<file path="config.mk">
export PLATFORM = sky130hd
export DESIGN_NAME = mixer_clip_led
export DESIGN_NICKNAME = d
export VERILOG_FILES = /design/src/mixer_cfg_pkg.sv /design/src/mixer_clip_led.sv
export SDC_FILE = /design/constraint.sdc
export NUM_CORES = 1
export LEC_CHECK = 0
export ABC_CLOCK_PERIOD_IN_PS = 3950
export BUFFER_PORTS_ARGS = -buffer_cell sky130_fd_sc_hd__buf_2
export CAP_MARGIN = 30
export CORE_AREA = 4 4 41 43
export CTS_CLUSTER_DIAMETER = 100
export DETAILED_ROUTE_END_ITERATION = 16
export DIE_AREA = 0 0 45 47
export PLACE_DENSITY = 0.54
export SYNTH_ARGS = -nofsm -noshare
export SYNTH_HDL_FRONTEND = slang
export SYNTH_SLANG_ARGS = --single-unit
</file>
<file path="constraint.sdc">
create_clock -name clk -period 3.95 [get_ports clk]
set_input_delay 0.395 -clock clk [delete_from_list [all_inputs] [get_ports clk]]
set_output_delay 0.395 -clock clk [all_outputs]
set_load 0.005 [all_outputs]
</file>
<file path="src/mixer_cfg_pkg.sv">
//////////////////////////////
// mixer configuration
// audio and gain formats, channel count, clip hold time
// and the shared Q-format multiply and saturate helpers
//////////////////////////////

`default_nettype none

package mixer_cfg_pkg;

  localparam int AUDIO_WIDTH      = 24;
  localparam int GAIN_WIDTH       = 16;
  localparam int Q_BITS           = 12;  // gain and pan fraction bits
  localparam int NR_CHANNELS      = 4;
  localparam int CLIP_HOLD_CYCLES = 200;

  localparam int SUM_WIDTH      = AUDIO_WIDTH + $clog2(NR_CHANNELS);  // channel adder tree
  localparam int WIDE_WIDTH     = AUDIO_WIDTH + GAIN_WIDTH + 8;        // product headroom
  localparam int CLIP_CNT_WIDTH = $clog2(CLIP_HOLD_CYCLES + 1);

  typedef logic signed [AUDIO_WIDTH-1:0] audio_t;
  typedef logic        [GAIN_WIDTH-1:0]  gain_t;
  typedef logic        [NR_CHANNELS-1:0] chan_mask_t;
  typedef logic signed [SUM_WIDTH-1:0]   sum_t;
  typedef logic signed [WIDE_WIDTH-1:0]  wide_t;
  typedef logic [CLIP_CNT_WIDTH-1:0]     clip_cnt_t;

  localparam gain_t  GAIN_ONE  = gain_t'(1 << Q_BITS);  // unity, 4096
  localparam audio_t AUDIO_MAX = {1'b0, {(AUDIO_WIDTH-1){1'b1}}};
  localparam audio_t AUDIO_MIN = {1'b1, {(AUDIO_WIDTH-1){1'b0}}};

  // signed value times unsigned Q gain, back to integer scale
  function automatic wide_t q_mul(input wide_t a, input gain_t g);
    return (a * wide_t'(g)) >>> Q_BITS;
  endfunction

  // clamp a wide result into the audio range
  function automatic audio_t sat_audio(input wide_t v);
    if (v > wide_t'(AUDIO_MAX)) begin
      return AUDIO_MAX;
    end else if (v < wide_t'(AUDIO_MIN)) begin
      return AUDIO_MIN;
    end
    return audio_t'(v);
  endfunction

endpackage

`default_nettype wire

</file>
<file path="src/mixer_clip_led.sv">
//////////////////////////////
// clip LED
// lit for a fixed hold time after any clip
//////////////////////////////

`timescale 1ns/10ps
`default_nettype none

module mixer_clip_led (
  input  wire                            clk,
  input  wire                            rst_n,

  input  wire mixer_cfg_pkg::chan_mask_t chan_clip,
  input  wire                            out_clip,

  output logic                           clip_led
);

  import mixer_cfg_pkg::*;

  clip_cnt_t hold_cnt;
  logic      any_clip;

  assign any_clip = (|chan_clip) || out_clip;

  // reload on every clip, count down to zero otherwise
  always_ff @(posedge clk or negedge rst_n) begin
    if (!rst_n) begin
      hold_cnt <= '0;
    end else if (any_clip) begin
      hold_cnt <= clip_cnt_t'(CLIP_HOLD_CYCLES);
    end else if (hold_cnt != '0) begin
      hold_cnt <= hold_cnt - 1'b1;
    end
  end

  assign clip_led = (hold_cnt != '0);

endmodule

`default_nettype wire

</file>
==> results.json, run 1 <==
{
  "effective_utilization_at_floorplan": 0.368,
  "internal-power_uw": 123,
  "cts_tree": "done",
  "layout_top_registers": "hold_cnt (8)",
  "drt-vias-per-instance": 5.30,
  "die_h_um": 47,
  "number_of_detailed_routing_iterations_run_before_antenna_repair": 3,
  "clock-root-buffer": "sky130_fd_sc_hd__clkbuf_4",
  "chipWidth_um": 45,
  "core.rowCount": 13,
  "nets": 70,
  "core_region_area_sq_um": 1300,
  "power.sequential.fraction": 0.529,
  "post-synth-top-area-cell": "sky130_fd_sc_hd__dfrtp_1",
  "largest_register_ff_count": 8,
  "highest_attainable_clock_frequency_mhz": 431,
  "grt_max_degree": 11,
  "netSwitchingFraction": 0.220,
  "startpoint_type": "flip-flop",
  "htree_num_levels": 1,
  "maxSlewViolCount": 0,
  "remaining_drc_errors": 0,
  "final-instance-count-excl-fill": 74,
  "synthesis.instances": 51,
  "dpl.cell_count": 70,
  "routedWlPerCell_um": 12.9,
  "worst_slew_margin_rel": 0.685,
  "finalSetupViolations": 0,
  "end_kind": "primary output",
  "hp-class": "input pin to flip-flop",
  "net-switching-power_uw": 34.8,
  "clk_pin_slew_worst_paths_ps": 50,
  "top_cells_by_area_in_the_synthesized_netlist": "sky130_fd_sc_hd__dfrtp_1 (42%), sky130_fd_sc_hd__ha_1 (5.2%), sky130_fd_sc_hd__nor3_1 (5.2%), sky130_fd_sc_hd__a21oi_1 (3.1%), sky130_fd_sc_hd__nor4_1 (2.6%)",
  "area.growth.synth_to_final_pct": 15.1,
  "crit_path_leading_delay_family": "simple AND/OR/NAND/NOR gates",
  "yosys.cell_count.top_type": "sky130_fd_sc_hd__dfrtp_1",
  "total_congestion_overflow": 0,
  "share_clk_of_total_power": 0.400,
  "final_hold_viol_count": 0,
  "worst_clock_skew_ps": 3.01,
  "synth_cell_type_count": 30,
  "post_cts.resized_instances": 0,
  "insertedDiodeCount": 0,
  "number_of_global_route_vias_before_repair": 353,
  "num_io_pins": 8,
  "placement.io_buffers": 7,
  "share_comb_of_total_power": 0.072,
  "syn-num-nets": 60,
  "peakVddDrop_uv": 121,
  "worst-path-buf-inv": 2,
  "layout-drive-gt1-share": 0.220,
  "synth-async-reset-ratio": 1.00,
  "detail_route.wirelength_um": 956,
  "drtAntennaViolNets": 0,
  "cp_max_stage_cell": "sky130_fd_sc_hd__or4b_1",
  "worstMarginPinSlew_ps": 466,
  "cts.path.max_buffers": 2,
  "fin_crit_ps": 2320,
  "synth_flop_cell": "sky130_fd_sc_hd__dfrtp_1",
  "critical_path_peak_fanout": 7,
  "syn_area_sq_um": 479,
  "worst_setup_path_category": "flip-flop to primary output",
  "sequential_fraction_of_the_synthesis_area": 0.418,
  "final_min_period_over_clock_period": 0.587,
  "crit_path_max_incr_delay_ps": 570,
  "clkLatencyLatePin_ps": 250,
  "powerDensity_nw_per_um2": 286,
  "drv.max_cap_violation_count": 0,
  "status": "finished clean",
  "cp_data_required_time_ps": 3560,
  "leakage_nw": 0.209,
  "cts.hold.buffers_added": 1,
  "number_of_flops_mapped_to_enable_cells_by_yosys": 0,
  "worst_slack_ps": 1630,
  "drt-initial-drc-count": 4,
  "route.vias.total": 392,
  "finalPower_uw": 158,
  "initial_antenna_violation_count": 0,
  "timing.critical_path.cells": "inv_1 > ha_1 > or4b_1 > or2_4 > buf_2",
  "synthDominantCellAreaShare": 0.418,
  "cts_made_buffers": 3,
  "cp_data_arrival_time_ps": 1920,
  "placement.setup.worst_slack_ps": 1890,
  "cts_post_setup_buffers_inserted": 0,
  "setup_repair_after_global_routing_missed_its_margin": "no",
  "synth.ff_latch_count": 8,
  "synth_area_per_cell_sq_um": 9.40,
  "yosys_warnings": 0,
  "routabilityCongestion": 0.704,
  "grt_first_pass_wirelength_um": 1560,
  "gr-usage-all-layers": 0.107,
  "hpwl_dp_um": 698,
  "timing.setup.tns_ps": 0,
  "yosys-top-cells-count": "sky130_fd_sc_hd__dfrtp_1 (8), sky130_fd_sc_hd__nor3_1 (5), sky130_fd_sc_hd__a21oi_1 (3), sky130_fd_sc_hd__inv_1 (3)",
  "register_name_with_the_most_flops": "hold_cnt",
  "floorplan.die_area_sq_um": 2120,
  "clock-sinks": 8
}
through the flow:
| step | hold slack (ps) | utilization | cell area, sq um |
|---|---|---|---|
| 2_1_floorplan | 99.4 | - | 479 |
| 3_3_place_gp | 251 | 0.399 | 519 |
| 3_5_place_dp | 257 | 0.399 | 519 |
| 4_1_cts | 435 | 0.424 | 552 |
| 5_1_grt | 479 | 0.424 | 552 |
| 6_report | 439 | 0.424 | 552 |
layout by cell type, fill, tap and decap left out:
cell	n
sky130_fd_sc_hd__o21a_1	1
sky130_fd_sc_hd__nand4b_1	1
sky130_fd_sc_hd__or2_4	1
sky130_fd_sc_hd__clkbuf_4	3
sky130_fd_sc_hd__buf_2	7
sky130_fd_sc_hd__o31a_1	1
sky130_fd_sc_hd__or4_4	1
sky130_fd_sc_hd__o2111ai_1	1
sky130_fd_sc_hd__nor4b_1	1
sky130_fd_sc_hd__nor2_1	2
sky130_fd_sc_hd__dfrtp_1	8
sky130_fd_sc_hd__ha_1	2
sky130_fd_sc_hd__or2_2	1
sky130_fd_sc_hd__dlygate4sd3_1	1
sky130_fd_sc_hd__nor2b_1	1
sky130_fd_sc_hd__o21ai_1	1
sky130_fd_sc_hd__nand2b_1	1
sky130_fd_sc_hd__nor4_1	2
sky130_fd_sc_hd__nand2_1	1
sky130_fd_sc_hd__or3_1	2
sky130_fd_sc_hd__mux2i_1	1
sky130_fd_sc_hd__o21ai_0	2
sky130_fd_sc_hd__or4_1	1
sky130_fd_sc_hd__o31ai_1	1
sky130_fd_sc_hd__a21oi_1	3
sky130_fd_sc_hd__nor3_1	5
sky130_fd_sc_hd__or4b_1	1
sky130_fd_sc_hd__nand3b_1	1
sky130_fd_sc_hd__a211oi_1	1
sky130_fd_sc_hd__inv_1	3
sky130_fd_sc_hd__or2_0	1
power by group through the flow:
stage / clock [mW] / combinational [mW] / sequential [mW]
2_1_floorplan: 0 / 0.00519 / 0.0847
3_3_place_gp: 0 / 0.0106 / 0.0848
3_5_place_dp: 0 / 0.0107 / 0.0848
4_1_cts: 0.0672 / 0.0115 / 0.0833
5_1_grt: 0.0698 / 0.0128 / 0.0834
6_report: 0.0631 / 0.0113 / 0.0834
area by class of cell:
cell class              count  area [sq um]
flip-flops and latches      8           200
fillers                   143           749
multi-input cells          37           254
well taps                  15          18.8
inverters                   3          11.3
repair buffers              8          45.0
clock buffers               3          22.5
path summary, 6_finish.rpt:
| check | from | to | slack [ps] | depth (start not counted) |
|---|---|---|---|---|
| hold reg to reg | hold_cnt[3] | hold_cnt[3] | 570 | 2 |
| max in group asynchronous | rst_n | hold_cnt[7] | 3250 | 2 |
| setup reg to reg | hold_cnt[0] | hold_cnt[1] | 2060 | 5 |
| setup / recovery | hold_cnt[0] | clip_led | 1630 | 5 |
| hold / removal | chan_clip[1] | hold_cnt[7] | 440 | 3 |
| min in group asynchronous | rst_n | hold_cnt[4] | 520 | 2 |
cell families after synthesis:
group / after synthesis / synth area share
simple gates: 23 / 0.311
fa+ha+maj: 2 / 0.0522
compound gates: 11 / 0.146
buf+inv: 6 / 0.0522
mux: 1 / 0.0209
flops: 8 / 0.418
per-layer routing:
metal | vias up | global-route usage | wire (um)
li1 | 205 | - | -
met1 | 178 | 0.135 | 465
met2 | 7 | 0.150 | 443
met3 | 2 | 0.0613 | 42
met4 | 0 | 0.0468 | 6
met5 | - | 0 | 0
tightest hold or removal path, cell delays in order:
cell and delay [ps]:
sky130_fd_sc_hd__buf_2 90, sky130_fd_sc_hd__nor3_1 50, sky130_fd_sc_hd__mux2i_1 110
(Power assumes the default switching activity.)
==> inputs of run 2 (changes only) <==
--- a/config.mk
+++ b/config.mk
@@ -5,14 +5,14 @@
 export SDC_FILE = /design/constraint.sdc
 export NUM_CORES = 1
 export LEC_CHECK = 0
-export ABC_CLOCK_PERIOD_IN_PS = 3950
+export ABC_CLOCK_PERIOD_IN_PS = 2100
 export BUFFER_PORTS_ARGS = -buffer_cell sky130_fd_sc_hd__buf_2
 export CAP_MARGIN = 30
 export CORE_AREA = 4 4 41 43
 export CTS_CLUSTER_DIAMETER = 100
 export DETAILED_ROUTE_END_ITERATION = 16
 export DIE_AREA = 0 0 45 47
-export PLACE_DENSITY = 0.54
+export PLACE_DENSITY = 0.56
 export SYNTH_ARGS = -nofsm -noshare
 export SYNTH_HDL_FRONTEND = slang
 export SYNTH_SLANG_ARGS = --single-unit
==> constraint.sdc (replaced) <==
create_clock -name clk -period 2.1 [get_ports clk]
set_input_delay 0.21 -clock clk [delete_from_list [all_inputs] [get_ports clk]]
set_output_delay 0.21 -clock clk [all_outputs]
set_load 0.005 [all_outputs]
==> run 2 against run 1 <==
  * Final cell count is 2.7% higher
  * Count of clock-buffer cells in the layout unchanged
  * Sequential share of layout area is 1.3 points lower
  * Sequential cell count unchanged
  * Worst setup slack got worse by 1500 ps
  * Combinational power is 91% higher
==> results.json, run 2 (synthesis gave the netlist of run 1 again) <==
{
  "mostFrequentLayoutCell": "sky130_fd_sc_hd__dfrtp_1",
  "highest_attainable_clock_frequency_mhz": 499,
  "startpoint_type": "flip-flop",
  "status": "finished clean",
  "multiInputGateArea_sq_um": 260,
  "routedWlPerCell_um": 11.9,
  "dpl.cell_count": 71,
  "num_io_pins": 8,
  "finalPower_uw": 295,
  "timing.critical_path.cells": "inv_2 > ha_2 > or4b_4 > or2_4 > buf_2",
  "drtAntennaViolNets": 0,
  "hp-class": "input pin to flip-flop",
  "floorplan.die_area_sq_um": 2120,
  "cp_data_arrival_time_ps": 1790,
  "regToRegStartpoint": "hold_cnt[0]",
  "chipWidth_um": 45,
  "worst_slew_margin_rel": 0.764,
  "end_kind": "primary output",
  "clock-root-buffer": "sky130_fd_sc_hd__clkbuf_4",
  "gr-usage-all-layers": 0.104,
  "effective_utilization_at_floorplan": 0.368,
  "r2r-end": "hold_cnt[1]",
  "final_min_period_over_clock_period": 0.954,
  "timing.setup.tns_ps": 0,
  "worstMarginPinSlew_ps": 350,
  "drt-vias-per-instance": 5.20,
  "cts_tree": "done",
  "route.vias.total": 395,
  "nets": 72,
  "leakage_nw": 0.219,
  "htree_num_levels": 1,
  "r2r.worst_path.cells": 5,
  "core_region_area_sq_um": 1300,
  "final-instance-count-excl-fill": 76,
  "worst_setup_path_category": "flip-flop to primary output",
  "layout_top_registers": "hold_cnt (8)",
  "die_h_um": 47,
  "grt_first_pass_wirelength_um": 1470,
  "layout-drive-gt1-share": 0.311,
  "finalSetupViolations": 0,
  "drt-initial-drc-count": 4,
  "number_of_global_route_vias_before_repair": 348,
  "initial_antenna_violation_count": 0,
  "maxSlewViolCount": 0,
  "remaining_drc_errors": 0,
  "critical_path.startpoint": "hold_cnt[0]",
  "critPathCapture": "clip_led",
  "final_cell_mix": "sky130_fd_sc_hd__dfrtp_1 (8), sky130_fd_sc_hd__buf_2 (7), sky130_fd_sc_hd__nor3_1 (5)",
  "setup_repair_after_global_routing_missed_its_margin": "no",
  "final_hold_viol_count": 0,
  "fin_crit_ps": 2000,
  "routabilityCongestion": 0.724,
  "clk_pin_slew_worst_paths_ps": 50,
  "cts.path.max_buffers": 2,
  "detail_route.wirelength_um": 903,
  "cp_max_stage_cell": "sky130_fd_sc_hd__or4b_4",
  "register_name_with_the_most_flops": "hold_cnt",
  "total_congestion_overflow": 0,
  "number_of_detailed_routing_iterations_run_before_antenna_repair": 2,
  "setup.reg_to_reg.worst_slack_ps": 350,
  "placement.io_buffers": 7,
  "filler_cell_count": 140,
  "placedInstanceArea_sq_um": 527,
  "insertedDiodeCount": 0,
  "worst_clock_skew_ps": 5.83,
  "seq_area_sq_um": 200,
  "hpwl_dp_um": 691,
  "fin_worst_hold_slack_ps": 264,
  "grt_max_degree": 11,
  "core.rowCount": 13,
  "final_cell_area_sq_um": 573,
  "clkLatencyLatePin_ps": 260,
  "largest_register_ff_count": 8,
  "area.growth.synth_to_final_pct": 19.6,
  "cts_made_buffers": 3,
  "powerDensity_nw_per_um2": 516,
  "critical_path_peak_fanout": 5,
  "cp_data_required_time_ps": 1890,
  "clock-sinks": 8,
  "drv.max_cap_violation_count": 0,
  "peakVddDrop_uv": 240,
  "crit_path_max_incr_delay_ps": 500
}
run 2: repair_timing:
| action | 4_1_cts | 5_1_grt |
|---|---|---|
| endpoints found under the hold margin | 8 | 0 |
| endpoints found under the setup margin | 1 | 1 |
| resized for setup | 1 | 3 |
| buffers inserted | 0 | 1 |
| hold buffers | 1 | 0 |
run 2: cell type report:
cell class,count,share of cell area
Multi-Input combinational cell,37,0.454
Sequential cell,8,0.349
Clock buffer,3,0.0393
Inverter,3,0.0197
Tap cell,15,0.0328
Timing Repair Buffer,10,0.105
run 2: worst min path at each step:
stage,startpoint,endpoint,slack (ps),cells after the start
final,chan_clip[1],hold_cnt[7],260,3
after global placement,rst_n,hold_cnt[2],70,1
after CTS,chan_clip[1],hold_cnt[7],270,3
after floorplan,rst_n,hold_cnt[0],-90,0
after global routing,chan_clip[1],hold_cnt[7],270,3
after detailed placement,rst_n,hold_cnt[2],70,1
run 2: metrics by stage:
step | setup WS (ps) | utilization
detailed placement | 220 | 0.405
floorplan | 350 | -
global route | 23.0 | 0.440
CTS | 39.2 | 0.433
global placement | 242 | 0.405
finish | 95.8 | 0.440
run 2: worst max-delay path, delay by kind of cell, from the launching register on:
family | cells | cell delay, ps
and+or+nand+nor | 2 | 770
buffers and inverters | 2 | 200
adders and majority gates | 1 | 170
DFF | 1 | 400
run 2: per-layer routing:
metal	up-vias	track usage	share of wire
met4	0	0.0526	0.017
met5	-	0	0
li1	209	-	-
met1	175	0.128	0.46
met3	4	0.0690	0.056
met2	7	0.138	0.46
run 2: where the power goes:
group          switching [mW]  leakage [nW]  internal, mW  total, mW
registers             0.00129        0.0960         0.156      0.157
clock network          0.0516        0.0138        0.0653      0.117
logic                  0.0108         0.109        0.0108     0.0216
total                  0.0637         0.219         0.232      0.295
