--- src/mixer_cfg_pkg.sv ---
//////////////////////////////
// mixer configuration
// audio and gain formats, channel count, clip hold time
// and the shared Q-format multiply and saturate helpers
//////////////////////////////

`default_nettype none

package mixer_cfg_pkg;

  localparam int AUDIO_WIDTH      = 24;
  localparam int GAIN_WIDTH       = 16;
  localparam int Q_BITS           = 12;  // gain and pan fraction bits
  localparam int NR_CHANNELS      = 4;
  localparam int CLIP_HOLD_CYCLES = 200;

  localparam int SUM_WIDTH      = AUDIO_WIDTH + $clog2(NR_CHANNELS);  // channel adder tree
  localparam int WIDE_WIDTH     = AUDIO_WIDTH + GAIN_WIDTH + 8;        // product headroom
  localparam int CLIP_CNT_WIDTH = $clog2(CLIP_HOLD_CYCLES + 1);

  typedef logic signed [AUDIO_WIDTH-1:0] audio_t;
  typedef logic        [GAIN_WIDTH-1:0]  gain_t;
  typedef logic        [NR_CHANNELS-1:0] chan_mask_t;
  typedef logic signed [SUM_WIDTH-1:0]   sum_t;
  typedef logic signed [WIDE_WIDTH-1:0]  wide_t;
  typedef logic [CLIP_CNT_WIDTH-1:0]     clip_cnt_t;

  localparam gain_t  GAIN_ONE  = gain_t'(1 << Q_BITS);  // unity, 4096
  localparam audio_t AUDIO_MAX = {1'b0, {(AUDIO_WIDTH-1){1'b1}}};
  localparam audio_t AUDIO_MIN = {1'b1, {(AUDIO_WIDTH-1){1'b0}}};

  // signed value times unsigned Q gain, back to integer scale
  function automatic wide_t q_mul(input wide_t a, input gain_t g);
    return (a * wide_t'(g)) >>> Q_BITS;
  endfunction

  // clamp a wide result into the audio range
  function automatic audio_t sat_audio(input wide_t v);
    if (v > wide_t'(AUDIO_MAX)) begin
      return AUDIO_MAX;
    end else if (v < wide_t'(AUDIO_MIN)) begin
      return AUDIO_MIN;
    end
    return audio_t'(v);
  endfunction

endpackage

`default_nettype wire

--- src/mixer_dac_pkg.sv ---
//////////////////////////////
// DAC stream definitions
// word format and the left/right sequencer states
//////////////////////////////

`default_nettype none

package mixer_dac_pkg;

  localparam int DAC_WIDTH = 24;

  // one word on the DAC stream, left or right sample
  typedef logic [DAC_WIDTH-1:0] dac_word_t;

  //////////////////////////////
  // sequencer states
  //////////////////////////////

  // idle waits for a mixed pair, then the two words go out in order
  typedef enum logic [1:0] {
    DAC_IDLE       = 2'd0,
    DAC_SEND_LEFT  = 2'd1,  // left word on the bus
    DAC_SEND_RIGHT = 2'd2   // right word, dac_last high
  } dac_state_t;

endpackage

`default_nettype wire

--- src/mixer_egress.sv ---
//////////////////////////////
// mixer egress
// sends left then right word to the DAC, tracks min/max
//////////////////////////////

`timescale 1ns/10ps
`default_nettype none

module mixer_egress (
  input  wire                       clk,
  input  wire                       rst_n,

  input  wire                       mix_valid,
  input  wire mixer_cfg_pkg::audio_t mix_left,
  input  wire mixer_cfg_pkg::audio_t mix_right,
  input  wire                       dac_ready,
  input  wire                       cmd_mix_clear_dac_min_max,

  output mixer_dac_pkg::dac_word_t  dac_data,
  output logic                      dac_valid,
  output logic                      dac_last,
  output mixer_cfg_pkg::audio_t     sr_mix_max_dac_amplitude,
  output mixer_cfg_pkg::audio_t     sr_mix_min_dac_amplitude
);

  import mixer_cfg_pkg::*;
  import mixer_dac_pkg::*;

  dac_state_t dac_state;
  dac_word_t  right_hold;  // right word waits here while left is out
  logic       dac_accept;
  audio_t     acc_word;

  assign dac_accept = dac_valid && dac_ready;
  assign acc_word   = audio_t'(dac_data);

  //////////////////////////////
  // word sequencer
  //////////////////////////////

  always_ff @(posedge clk or negedge rst_n) begin
    if (!rst_n) begin
      dac_state <= DAC_IDLE;
      dac_valid <= 1'b0;
      dac_last  <= 1'b0;
    end else begin
      case (dac_state)
        DAC_IDLE: begin
          if (mix_valid) begin  // pairs arriving while busy are dropped
            dac_state <= DAC_SEND_LEFT;
            dac_valid <= 1'b1;
            dac_last  <= 1'b0;
          end
        end
        DAC_SEND_LEFT: begin
          if (dac_ready) begin
            dac_state <= DAC_SEND_RIGHT;
            dac_last  <= 1'b1;
          end
        end
        DAC_SEND_RIGHT: begin
          if (dac_ready) begin
            dac_state <= DAC_IDLE;
            dac_valid <= 1'b0;
            dac_last  <= 1'b0;
          end
        end
        default: dac_state <= DAC_IDLE;
      endcase
    end
  end

  always_ff @(posedge clk) begin
    if (dac_state == DAC_IDLE && mix_valid) begin
      dac_data   <= dac_word_t'(mix_left);
      right_hold <= dac_word_t'(mix_right);
    end else if (dac_state == DAC_SEND_LEFT && dac_ready) begin
      dac_data <= right_hold;
    end
  end

  //////////////////////////////
  // amplitude tracking
  //////////////////////////////

  always_ff @(posedge clk or negedge rst_n) begin
    if (!rst_n) begin
      sr_mix_min_dac_amplitude <= AUDIO_MAX;
      sr_mix_max_dac_amplitude <= AUDIO_MIN;
    end else if (cmd_mix_clear_dac_min_max) begin
      sr_mix_min_dac_amplitude <= AUDIO_MAX;
      sr_mix_max_dac_amplitude <= AUDIO_MIN;
    end else if (dac_accept) begin
      if (acc_word < sr_mix_min_dac_amplitude) begin
        sr_mix_min_dac_amplitude <= acc_word;
      end
      if (acc_word > sr_mix_max_dac_amplitude) begin
        sr_mix_max_dac_amplitude <= acc_word;
      end
    end
  end

endmodule

`default_nettype wire

--- config.mk ---
export PLATFORM = sky130hd
export DESIGN_NAME = mixer_egress
export DESIGN_NICKNAME = d
export VERILOG_FILES = /design/src/mixer_cfg_pkg.sv /design/src/mixer_dac_pkg.sv /design/src/mixer_egress.sv
export SDC_FILE = /design/constraint.sdc
export NUM_CORES = 1
export LEC_CHECK = 0
export ABC_AREA = 1
export BUFFER_PORTS_ARGS = -buffer_cell sky130_fd_sc_hd__clkbuf_2
export CAP_MARGIN = 10
export CORE_UTILIZATION = 55
export CTS_CLUSTER_SIZE = 20
export DETAILED_ROUTE_END_ITERATION = 7
export GPL_ROUTABILITY_DRIVEN = 0
export PLACE_DENSITY = 0.92
export RECOVER_POWER = 50
export SLEW_MARGIN = 20
export SYNTH_ARGS = -nofsm -noshare
export SYNTH_HDL_FRONTEND = slang
export SYNTH_SLANG_ARGS = --single-unit
export TNS_END_PERCENT = 20
--- constraint.sdc ---
create_clock -name clk -period 2.4 [get_ports clk]
set_input_delay 0.48 -clock clk [delete_from_list [all_inputs] [get_ports clk]]
set_output_delay 0.48 -clock clk [all_outputs]
set_load 0.02 [all_outputs]
==> results of run 1 <==
## area by class of cell
type | instances | area (um2)
Sequential cell | 100 | 2770
Clock buffer | 9 | 124
Inverter | 75 | 282
Fill cell | 783 | 3340
Clock inverter | 6 | 57.6
Tap cell | 133 | 166
Timing Repair Buffer | 138 | 683
Multi-Input combinational cell | 418 | 2440
## worst reg2reg max path: cells and delay by family, from the launching register on
| family | cells | cell delay, ns |
|---|---|---|
| adders and majority gates | 1 | 0.37 |
| and+or+nand+nor | 9 | 1.01 |
| buffers and inverters | 3 | 0.36 |
| DFF | 1 | 0.55 |
## per-layer routing
metal	GRT usage (%)	vias up	share of wire, %
met1	32.4	2275	41
met3	4.23	39	7.3
met4	13.0	0	3.1
li1	-	2273	-
met5	0	-	0
met2	44.1	223	49
## cell usage after synthesis, drive strengths merged
library cell / n / area (um2)
a31oi: 1 / 12.5
nand3: 80 / 526
edfxtp: 48 / 1440
dfrtp: 28 / 701
or2: 22 / 138
a21oi: 15 / 78.8
buf: 16 / 125
inv: 75 / 282
clkbuf: 11 / 45.1
nor2: 18 / 75.1
nor3: 3 / 20.0
and2b: 1 / 7.51
o31ai: 1 / 7.51
a21o: 4 / 30.0
ha: 47 / 588
o21ai: 3 / 15.0
nand2: 196 / 763
dfstp: 24 / 631
nand4: 27 / 169
## stage by stage
step | total power (uW) | cells
2_1_floorplan | 7290 | 620
3_3_place_gp | 8460 | 864
3_5_place_dp | 8830 | 864
4_1_cts | 9860 | 879
5_1_grt | 10700 | 879
6_report | 9860 | 879
## kinds of logic (layout without fill, tap and decap cells)
| family | after synthesis | after routing | synth area share, % |
|---|---|---|---|
| flops | 100 | 100 | 49.0 |
| compound gates | 24 | 24 | 2.54 |
| fa+ha+maj | 47 | 47 | 10.4 |
| simple gates | 347 | 347 | 30.0 |
| buf+inv | 102 | 228 | 7.99 |
## worst max path at each step
stage,start,endpoint,slack [ns],cells past startpoint
2_1_floorplan,sr_mix_max_dac_amplitude[23],sr_mix_max_dac_amplitude[1],0.34,14
4_1_cts,sr_mix_max_dac_amplitude[23],sr_mix_max_dac_amplitude[23],0.08,13
3_3_place_gp,sr_mix_min_dac_amplitude[15],sr_mix_min_dac_amplitude[23],0.19,11
6_report,sr_mix_max_dac_amplitude[23],sr_mix_max_dac_amplitude[14],0.05,13
3_5_place_dp,sr_mix_max_dac_amplitude[23],sr_mix_max_dac_amplitude[23],0.12,13
5_1_grt,sr_mix_max_dac_amplitude[23],sr_mix_max_dac_amplitude[2],-0.17,13
## sequential cells by signal, indices dropped and copies added, names as in the netlist
signal and cells:
dac_data 24, dac_last 1, dac_state 2, dac_valid 1, right_hold 24, sr_mix_max_dac_amplitude 24
sr_mix_min_dac_amplitude 24
## power breakdown
group	internal, uW	total, uW	switching, uW	leakage (uW)
registers	2780	3520	733	0.00108
clock network	395	1010	614	0.0000937
logic	1790	5340	3550	0.00209
total	4970	9860	4900	0.00326
==> flow_summary.json, run 1 <==
{
  "status": "completed",
  "area_delta_synth_final_pct": 15.5,
  "clkLatencyLatePin_ns": 0.37,
  "cts_setup_buffers": 0,
  "post_cts_resized": 0,
  "layout-drive-gt1-share_pct": 25.3,
  "path_cells": "inv_1 -> ha_1 -> nand4_1 -> inv_1 -> nand2_2 -> nor2_4 -> nand2_1 -> nand3_1 -> nand2_1 -> nand2_4 -> buf_6 -> nand4_1 -> nand2_1",
  "synth_area_um2": 5650,
  "hp-start": "mix_right[11]",
  "slew_viol_final": 0,
  "grt_pass1_wl_um": 20900,
  "worstPathRequired_ns": 2.71,
  "start_util_pct": 57.3,
  "dieArea_um2": 10700,
  "final_common_cell": "nand2_1",
  "critical_path_buf_inv_count": 3,
  "maxSlewHeadroom_pct": 21.8,
  "cts_hold_buffers": 0,
  "r2r-start": "sr_mix_max_dac_amplitude[23]",
  "syn_avg_cell_area_um2": 9.12,
  "fp.dieW_um": 103,
  "antenna_found_initial": 0,
  "tightest_slew_ns": 1.17,
  "reg2reg_slack_ns": 0.05,
  "slowest_delay_ns": 0.55,
  "avgViaCountPerCell": 5.47,
  "dp_hpwl_um": 9950,
  "crit_slowest_cell": "dfstp_2",
  "tritoncts": "built",
  "dr.pass1.iters": 5,
  "grt.overflow.total": 0,
  "hp-class": "in2reg",
  "worstPathArrival_ns": 2.67,
  "hold_depth": 1,
  "peakVddDrop_v": 0.000903,
  "maxCapViolations": 0,
  "crit_top_cell": "nand2_1",
  "io_pins": 127,
  "die_h_um": 103,
  "fin_crit_ns": 2.35,
  "p_leak_uw": 0.00326,
  "root_buffer": "clkbuf_8",
  "hold_viol": 0,
  "postSynthCellCount": 620,
  "rr_worst_depth": 13,
  "fin_setup_tns_ns": 0,
  "routed_wl_um": 13100,
  "grt_max_degree": 58,
  "nets": 842,
  "cts.clk_slew.worst_paths_ns": 0.10,
  "timing.rr.end": "sr_mix_max_dac_amplitude[14]",
  "io_buffers": 126,
  "rsz0062_at_grt": "yes",
  "critical_path_peak_fanout": 16,
  "final_util_pct": 66.2,
  "clk_path_buf_depth": 2,
  "rows": 36,
  "cts_sinks": 100,
  "routedWlPerCell_um": 14.9,
  "cp-start-kind": "flip-flop",
  "grt_pass1_vias": 4541,
  "synth_cell_types": 31,
  "via_count": 4810,
  "max_freq_mhz": 425,
  "final_cell_mix": "nand2_1, clkbuf_2, inv_1, nand3_1, edfxtp_1",
  "drcViolationCount": 0,
  "fin_crit_sh_pct": 98.1,
  "worst_slack_ns": 0.0466,
  "syn-num-nets": 720,
  "fin_area_um2": 6530,
  "ys_seq_area_share_pct": 49.0,
  "fin_skew_ns": 0.0146,
  "place_area_um2": 6400,
  "hold_ws_ns": 0.277,
  "drtIter0Drc": 347,
  "grtUsageTotal_pct": 26.0,
  "drtAntennaViolNets": 0,
  "crit_type": "reg2reg",
  "antenna_cells": 0,
  "ys_seq_elements": 100,
  "numCtsBuffers": 9,
  "design.core.area_um2": 9860,
  "holdPathEnd": "right_hold[11]",
  "ys_warn_count": 0,
  "h-tree-depth": 3,
  "path_delay_family": "simple AND/OR/NAND/NOR gates",
  "crit_path_end_kind": "flip-flop",
  "setup_viol": 0,
  "pre_cts_ws_ns": 0.119,
  "power_density_nw_per_um2": 1510
}
Power figures use the tool's default switching activity.
==> run 2, diff against run 1 <==
--- a/config.mk
+++ b/config.mk
@@ -13,7 +13,6 @@
 export DETAILED_ROUTE_END_ITERATION = 7
 export GPL_ROUTABILITY_DRIVEN = 0
 export PLACE_DENSITY = 0.92
-export RECOVER_POWER = 50
 export SLEW_MARGIN = 20
 export SYNTH_ARGS = -nofsm -noshare
 export SYNTH_HDL_FRONTEND = slang
==> flow_summary.json, run 2 (synthesis results as in run 1) <==
{
  "routed_wl_um": 13200,
  "cts_sinks": 100,
  "p_sw_uw": 4900,
  "p_seq_share_pct": 35.4,
  "dp_hpwl_um": 9950,
  "fin_area_um2": 6600,
  "final_cell_mix": "nand2_1, clkbuf_2, inv_1, nand3_1, edfxtp_1",
  "fp.dieW_um": 103,
  "hold_viol": 0,
  "final_util_pct": 66.9,
  "root_buffer": "clkbuf_8",
  "via_count": 4785,
  "clkPwrFrac_pct": 10.1,
  "hold_ws_ns": 0.0733,
  "dieArea_um2": 10700,
  "cts_setup_buffers": 0,
  "p_int_uw": 5050,
  "crit_type": "reg2reg",
  "drtAntennaViolNets": 0,
  "tightest_slew_ns": 0.542,
  "cts.clk_slew.worst_paths_ns": 0.10,
  "cts_hold_buffers": 0,
  "combPwrFrac_pct": 54.5,
  "grt_pass1_vias": 4541,
  "crit_slowest_cell": "dfstp_2",
  "clkLatencyLatePin_ns": 0.37,
  "max_freq_mhz": 425,
  "multi_input_area_um2": 2440,
  "clk_path_buf_depth": 2,
  "tritoncts": "built",
  "p_sw_share_pct": 49.2,
  "antenna_found_initial": 0,
  "maxSlewHeadroom_pct": 63.8,
  "status": "completed",
  "grt_pass1_wl_um": 20900,
  "layout-drive-gt1-share_pct": 31.5,
  "critical_path_peak_fanout": 16,
  "regArea_um2": 2770,
  "cp-start-kind": "flip-flop",
  "h-tree-depth": 3,
  "peakVddDrop_v": 0.000909,
  "worstPathArrival_ns": 2.67,
  "fin_crit_sh_pct": 98.1,
  "fin_skew_ns": 0.0124,
  "routedWlPerCell_um": 15.0,
  "place_area_um2": 6400,
  "rows": 36,
  "grt_max_degree": 58,
  "slowest_delay_ns": 0.55,
  "antenna_cells": 0,
  "drtIter0Drc": 315,
  "numCtsBuffers": 9,
  "die_h_um": 103,
  "start_util_pct": 57.3,
  "drcViolationCount": 0,
  "dr.pass1.iters": 5,
  "worstPathRequired_ns": 2.71,
  "crit_top_cell": "nand2_1",
  "rsz0062_at_grt": "yes",
  "grtUsageTotal_pct": 26.0,
  "final_common_cell": "nand2_1",
  "avgViaCountPerCell": 5.44,
  "crit_path_end_kind": "flip-flop",
  "maxCapViolations": 0,
  "hp-class": "in2async",
  "p_leak_uw": 0.00341,
  "setup_viol": 0,
  "area_delta_synth_final_pct": 16.6,
  "nets": 842,
  "io_pins": 127,
  "io_buffers": 126,
  "design.core.area_um2": 9860,
  "fin_crit_ns": 2.35,
  "path_cells": "inv_1 -> ha_1 -> nand4_1 -> inv_1 -> nand2_2 -> nor2_4 -> nand2_1 -> nand3_1 -> nand2_1 -> nand2_4 -> buf_6 -> nand4_1 -> nand2_1",
  "num-fill-cells": 751,
  "fin_setup_tns_ns": 0,
  "grt.overflow.total": 0,
  "rr_worst_depth": 13,
  "slew_viol_final": 0,
  "power_density_nw_per_um2": 1510
}
[run 2: changes by cell type in the layout (fill, tap and decap cells not counted)]
cell      before  now
buf_4          5    9
clkbuf_1      45    0
clkbuf_2      85  126
inv_1         74   73
inv_2          1    2
[run 2: per-stage QoR]
stage / worst slack (ns) / power (uW) / std cells
2_1_floorplan: 0.344 / 7290 / 620
6_report: 0.0458 / 9950 / 879
3_3_place_gp: 0.188 / 8460 / 864
4_1_cts: 0.0823 / 9860 / 879
3_5_place_dp: 0.119 / 8830 / 864
5_1_grt: -0.168 / 10800 / 879
[run 2: final timing paths]
check | end | startpoint | slack [ns]
worst min register to register | sr_mix_min_dac_amplitude[9] | sr_mix_min_dac_amplitude[9] | 0.50
min in group clk | right_hold[11] | mix_right[11] | 0.28
worst min-delay path | sr_mix_max_dac_amplitude[17] | rst_n | 0.07
worst max register to register | sr_mix_max_dac_amplitude[14] | sr_mix_max_dac_amplitude[23] | 0.05
max in group asynchronous | sr_mix_min_dac_amplitude[5] | rst_n | 1.63
worst max-delay path | sr_mix_max_dac_amplitude[14] | sr_mix_max_dac_amplitude[23] | 0.05
[run 2: worst max-delay path: cells and delay by family, from the launching register on]
| family | cells | cell delay (ns) |
|---|---|---|
| adder cells (fa/ha/maj) | 1 | 0.37 |
| buffers and inverters | 3 | 0.36 |
| flip-flops | 1 | 0.55 |
| AND/OR/NAND/NOR | 9 | 1.02 |
[run 2: area by class of cell]
cell class | count | share of cell area [%]
sequential | 100 | 42.0
multi-input combinational | 418 | 37.1
timing repair buffer | 138 | 11.4
inverter | 75 | 4.27
tap | 133 | 2.52
clock buffer | 9 | 1.88
clock inverter | 6 | 0.873
[run 2: metal layers]
layer / global-route usage (%) / up-vias / wire, um
li1: - / 2269 / -
met2: 44.1 / 217 / 6580
met3: 4.23 / 28 / 1040
met1: 32.4 / 2271 / 5280
met5: 0 / - / 0
met4: 13.0 / 0 / 293
[run 2: what timing repair did]
item	CTS	global route
endpoints found under the hold margin	0	0
setup endpoints to repair	0	25
resized for setup	0	3
[run 2: power groups by stage]
stage	Sequential (uW)	Clock, uW	Combinational [uW]
6_report	3520	1010	5430
5_1_grt	3600	1080	6100
4_1_cts	3500	1020	5340
3_5_place_dp	3530	0	5300
3_3_place_gp	3480	0	4980
2_1_floorplan	4050	0	3230
==> run 3, diff against run 2 <==
--- a/config.mk
+++ b/config.mk
@@ -13,6 +13,7 @@
 export DETAILED_ROUTE_END_ITERATION = 7
 export GPL_ROUTABILITY_DRIVEN = 0
 export PLACE_DENSITY = 0.92
+export SETUP_SLACK_MARGIN = 0.4
 export SLEW_MARGIN = 20
 export SYNTH_ARGS = -nofsm -noshare
 export SYNTH_HDL_FRONTEND = slang
==> flow_summary.json, run 3 (synthesis results as in run 1) <==
{
  "grt.overflow.total": 0,
  "final_common_cell": "nand2_1",
  "io_buffers": 126,
  "critical_path_peak_fanout": 6,
  "via_count": 5945,
  "crit_type": "reg2reg",
  "fp.dieW_um": 103,
  "layout-drive-gt1-share_pct": 44.8,
  "antenna_found_initial": 0,
  "slew_viol_final": 0,
  "grt_pass1_wl_um": 28500,
  "crit_slowest_cell": "dfstp_2",
  "clk_path_buf_depth": 2,
  "routedWlPerCell_um": 23.1,
  "start_util_pct": 57.3,
  "crit_top_cell": "nand2_8",
  "worstPathArrival_ns": 3.03,
  "io_pins": 127,
  "maxCapViolations": 0,
  "maxSlewHeadroom_pct": 54.0,
  "drtAntennaViolNets": 0,
  "cp-start-kind": "flip-flop",
  "hold_ws_ns": 0.198,
  "tightest_slew_ns": 0.690,
  "place_area_um2": 6380,
  "h-tree-depth": 3,
  "status": "complete, but fails checks",
  "root_buffer": "clkbuf_8",
  "rows": 36,
  "path_cells": "inv_2 -> ha_4 -> nand2_2 -> nor2_4 -> nand4_1 -> and2b_2 -> nand2_4 -> nand2_8 -> nand2_8 -> nand3_4 -> nand3_1 -> nand2_1",
  "antenna_cells": 0,
  "grtUsageTotal_pct": 36.6,
  "numCtsBuffers": 9,
  "setup_viol": 27,
  "final_cell_mix": "nand2_1, clkbuf_2, inv_1, buf_4, edfxtp_1",
  "grt_pass1_vias": 5468,
  "max_freq_mhz": 367,
  "clkLatencyLatePin_ns": 0.38,
  "startpoint": "sr_mix_min_dac_amplitude[15]",
  "fin_crit_ns": 2.73,
  "dp_hpwl_um": 9840,
  "worstPathRequired_ns": 2.71,
  "hp-class": "in2async",
  "worst_slack_ns": -0.326,
  "dr.pass1.iters": 8,
  "drtIter0Drc": 809,
  "cts_sinks": 100,
  "area_delta_synth_final_pct": 35.8,
  "drcViolationCount": 9,
  "failed_checks": "design-rule violations, negative setup slack",
  "rsz0062_at_grt": "yes",
  "final_util_pct": 77.8,
  "fin_area_um2": 7680,
  "num-fill-cells": 559,
  "pre_cts_ws_ns": 0.100,
  "nets": 905,
  "dieArea_um2": 10700,
  "routed_wl_um": 21800,
  "tritoncts": "built",
  "r2r-start": "sr_mix_min_dac_amplitude[15]",
  "grt_max_degree": 53,
  "fin_crit_sh_pct": 114,
  "die_h_um": 103,
  "hold_viol": 0,
  "fin_skew_ns": 0.0172,
  "slowest_delay_ns": 0.56,
  "avgViaCountPerCell": 6.30,
  "cts.clk_slew.worst_paths_ns": 0.11,
  "crit_path_end_kind": "flip-flop",
  "design.core.area_um2": 9860
}
## run 3: cell types whose count changed in the layout (fill, tap and decap cells not counted), sizes merged
cell	before	now
buf	12	66
nand3	80	86
bufinv	0	1
nand2	196	199
clkinv	3	1
clkbuf	135	136
inv	78	79
## run 3: timing repair
item                                    4_1_cts  5_1_grt
pin swaps                                    50       23
hold endpoints to repair                      0        0
endpoints found under the setup margin       48       48
cloned                                       10        0
buffers inserted                             38       16
resized for setup                            79       22
hold buffers                                  0        0
## run 3: layout make-up
| cell class | instances | area (um2) | area share (%) |
|---|---|---|---|
| multi-input cells | 427 | 3040 | 39.6 |
| flip-flops and latches | 100 | 2770 | 36.1 |
| clock inverters | 6 | 78.8 | 1.03 |
| inverters | 75 | 282 | 3.67 |
| repair buffers | 192 | 1210 | 15.8 |
| well taps | 133 | 166 | 2.17 |
| clock buffers | 10 | 128 | 1.66 |
## run 3: worst paths after layout
kind	to	slack [ns]	depth (start not counted)
worst max-delay path	sr_mix_min_dac_amplitude[12]	-0.33	12
min in group clk	right_hold[11]	0.27	1
worst max register to register	sr_mix_min_dac_amplitude[12]	-0.33	12
max in group asynchronous	sr_mix_max_dac_amplitude[5]	1.70	2
worst min-delay path	sr_mix_max_dac_amplitude[20]	0.20	2
worst min register to register	sr_mix_min_dac_amplitude[6]	0.50	2
## run 3: worst max-delay path: cells and delay by family (launching register included)
family                     cells  cell delay, ns
and+or+nand+nor               10            1.75
DFF                            1            0.56
adders and majority gates      1            0.28
buffers and inverters          1            0.06
## run 3: stage by stage
stage / TNS (ns) / std cells
6_report: -5.35 / 943
5_1_grt: -6.18 / 943
4_1_cts: 0 / 927
3_5_place_dp: 0 / 863
3_3_place_gp: 0 / 863
2_1_floorplan: 0 / 620
## run 3: routing by layer
metal / GRT usage (%) / part of all wire, % / wire (um)
met5: 0 / 0.078 / 17
met4: 26.9 / 9.2 / 2000
met3: 11.9 / 15 / 3250
met2: 57.7 / 44 / 9480
met1: 41.9 / 32 / 7030
Power of run 3 is left out: the tool's default activity adds up to more than one toggle a clock period on the data nets, which glitch-free logic cannot reach.
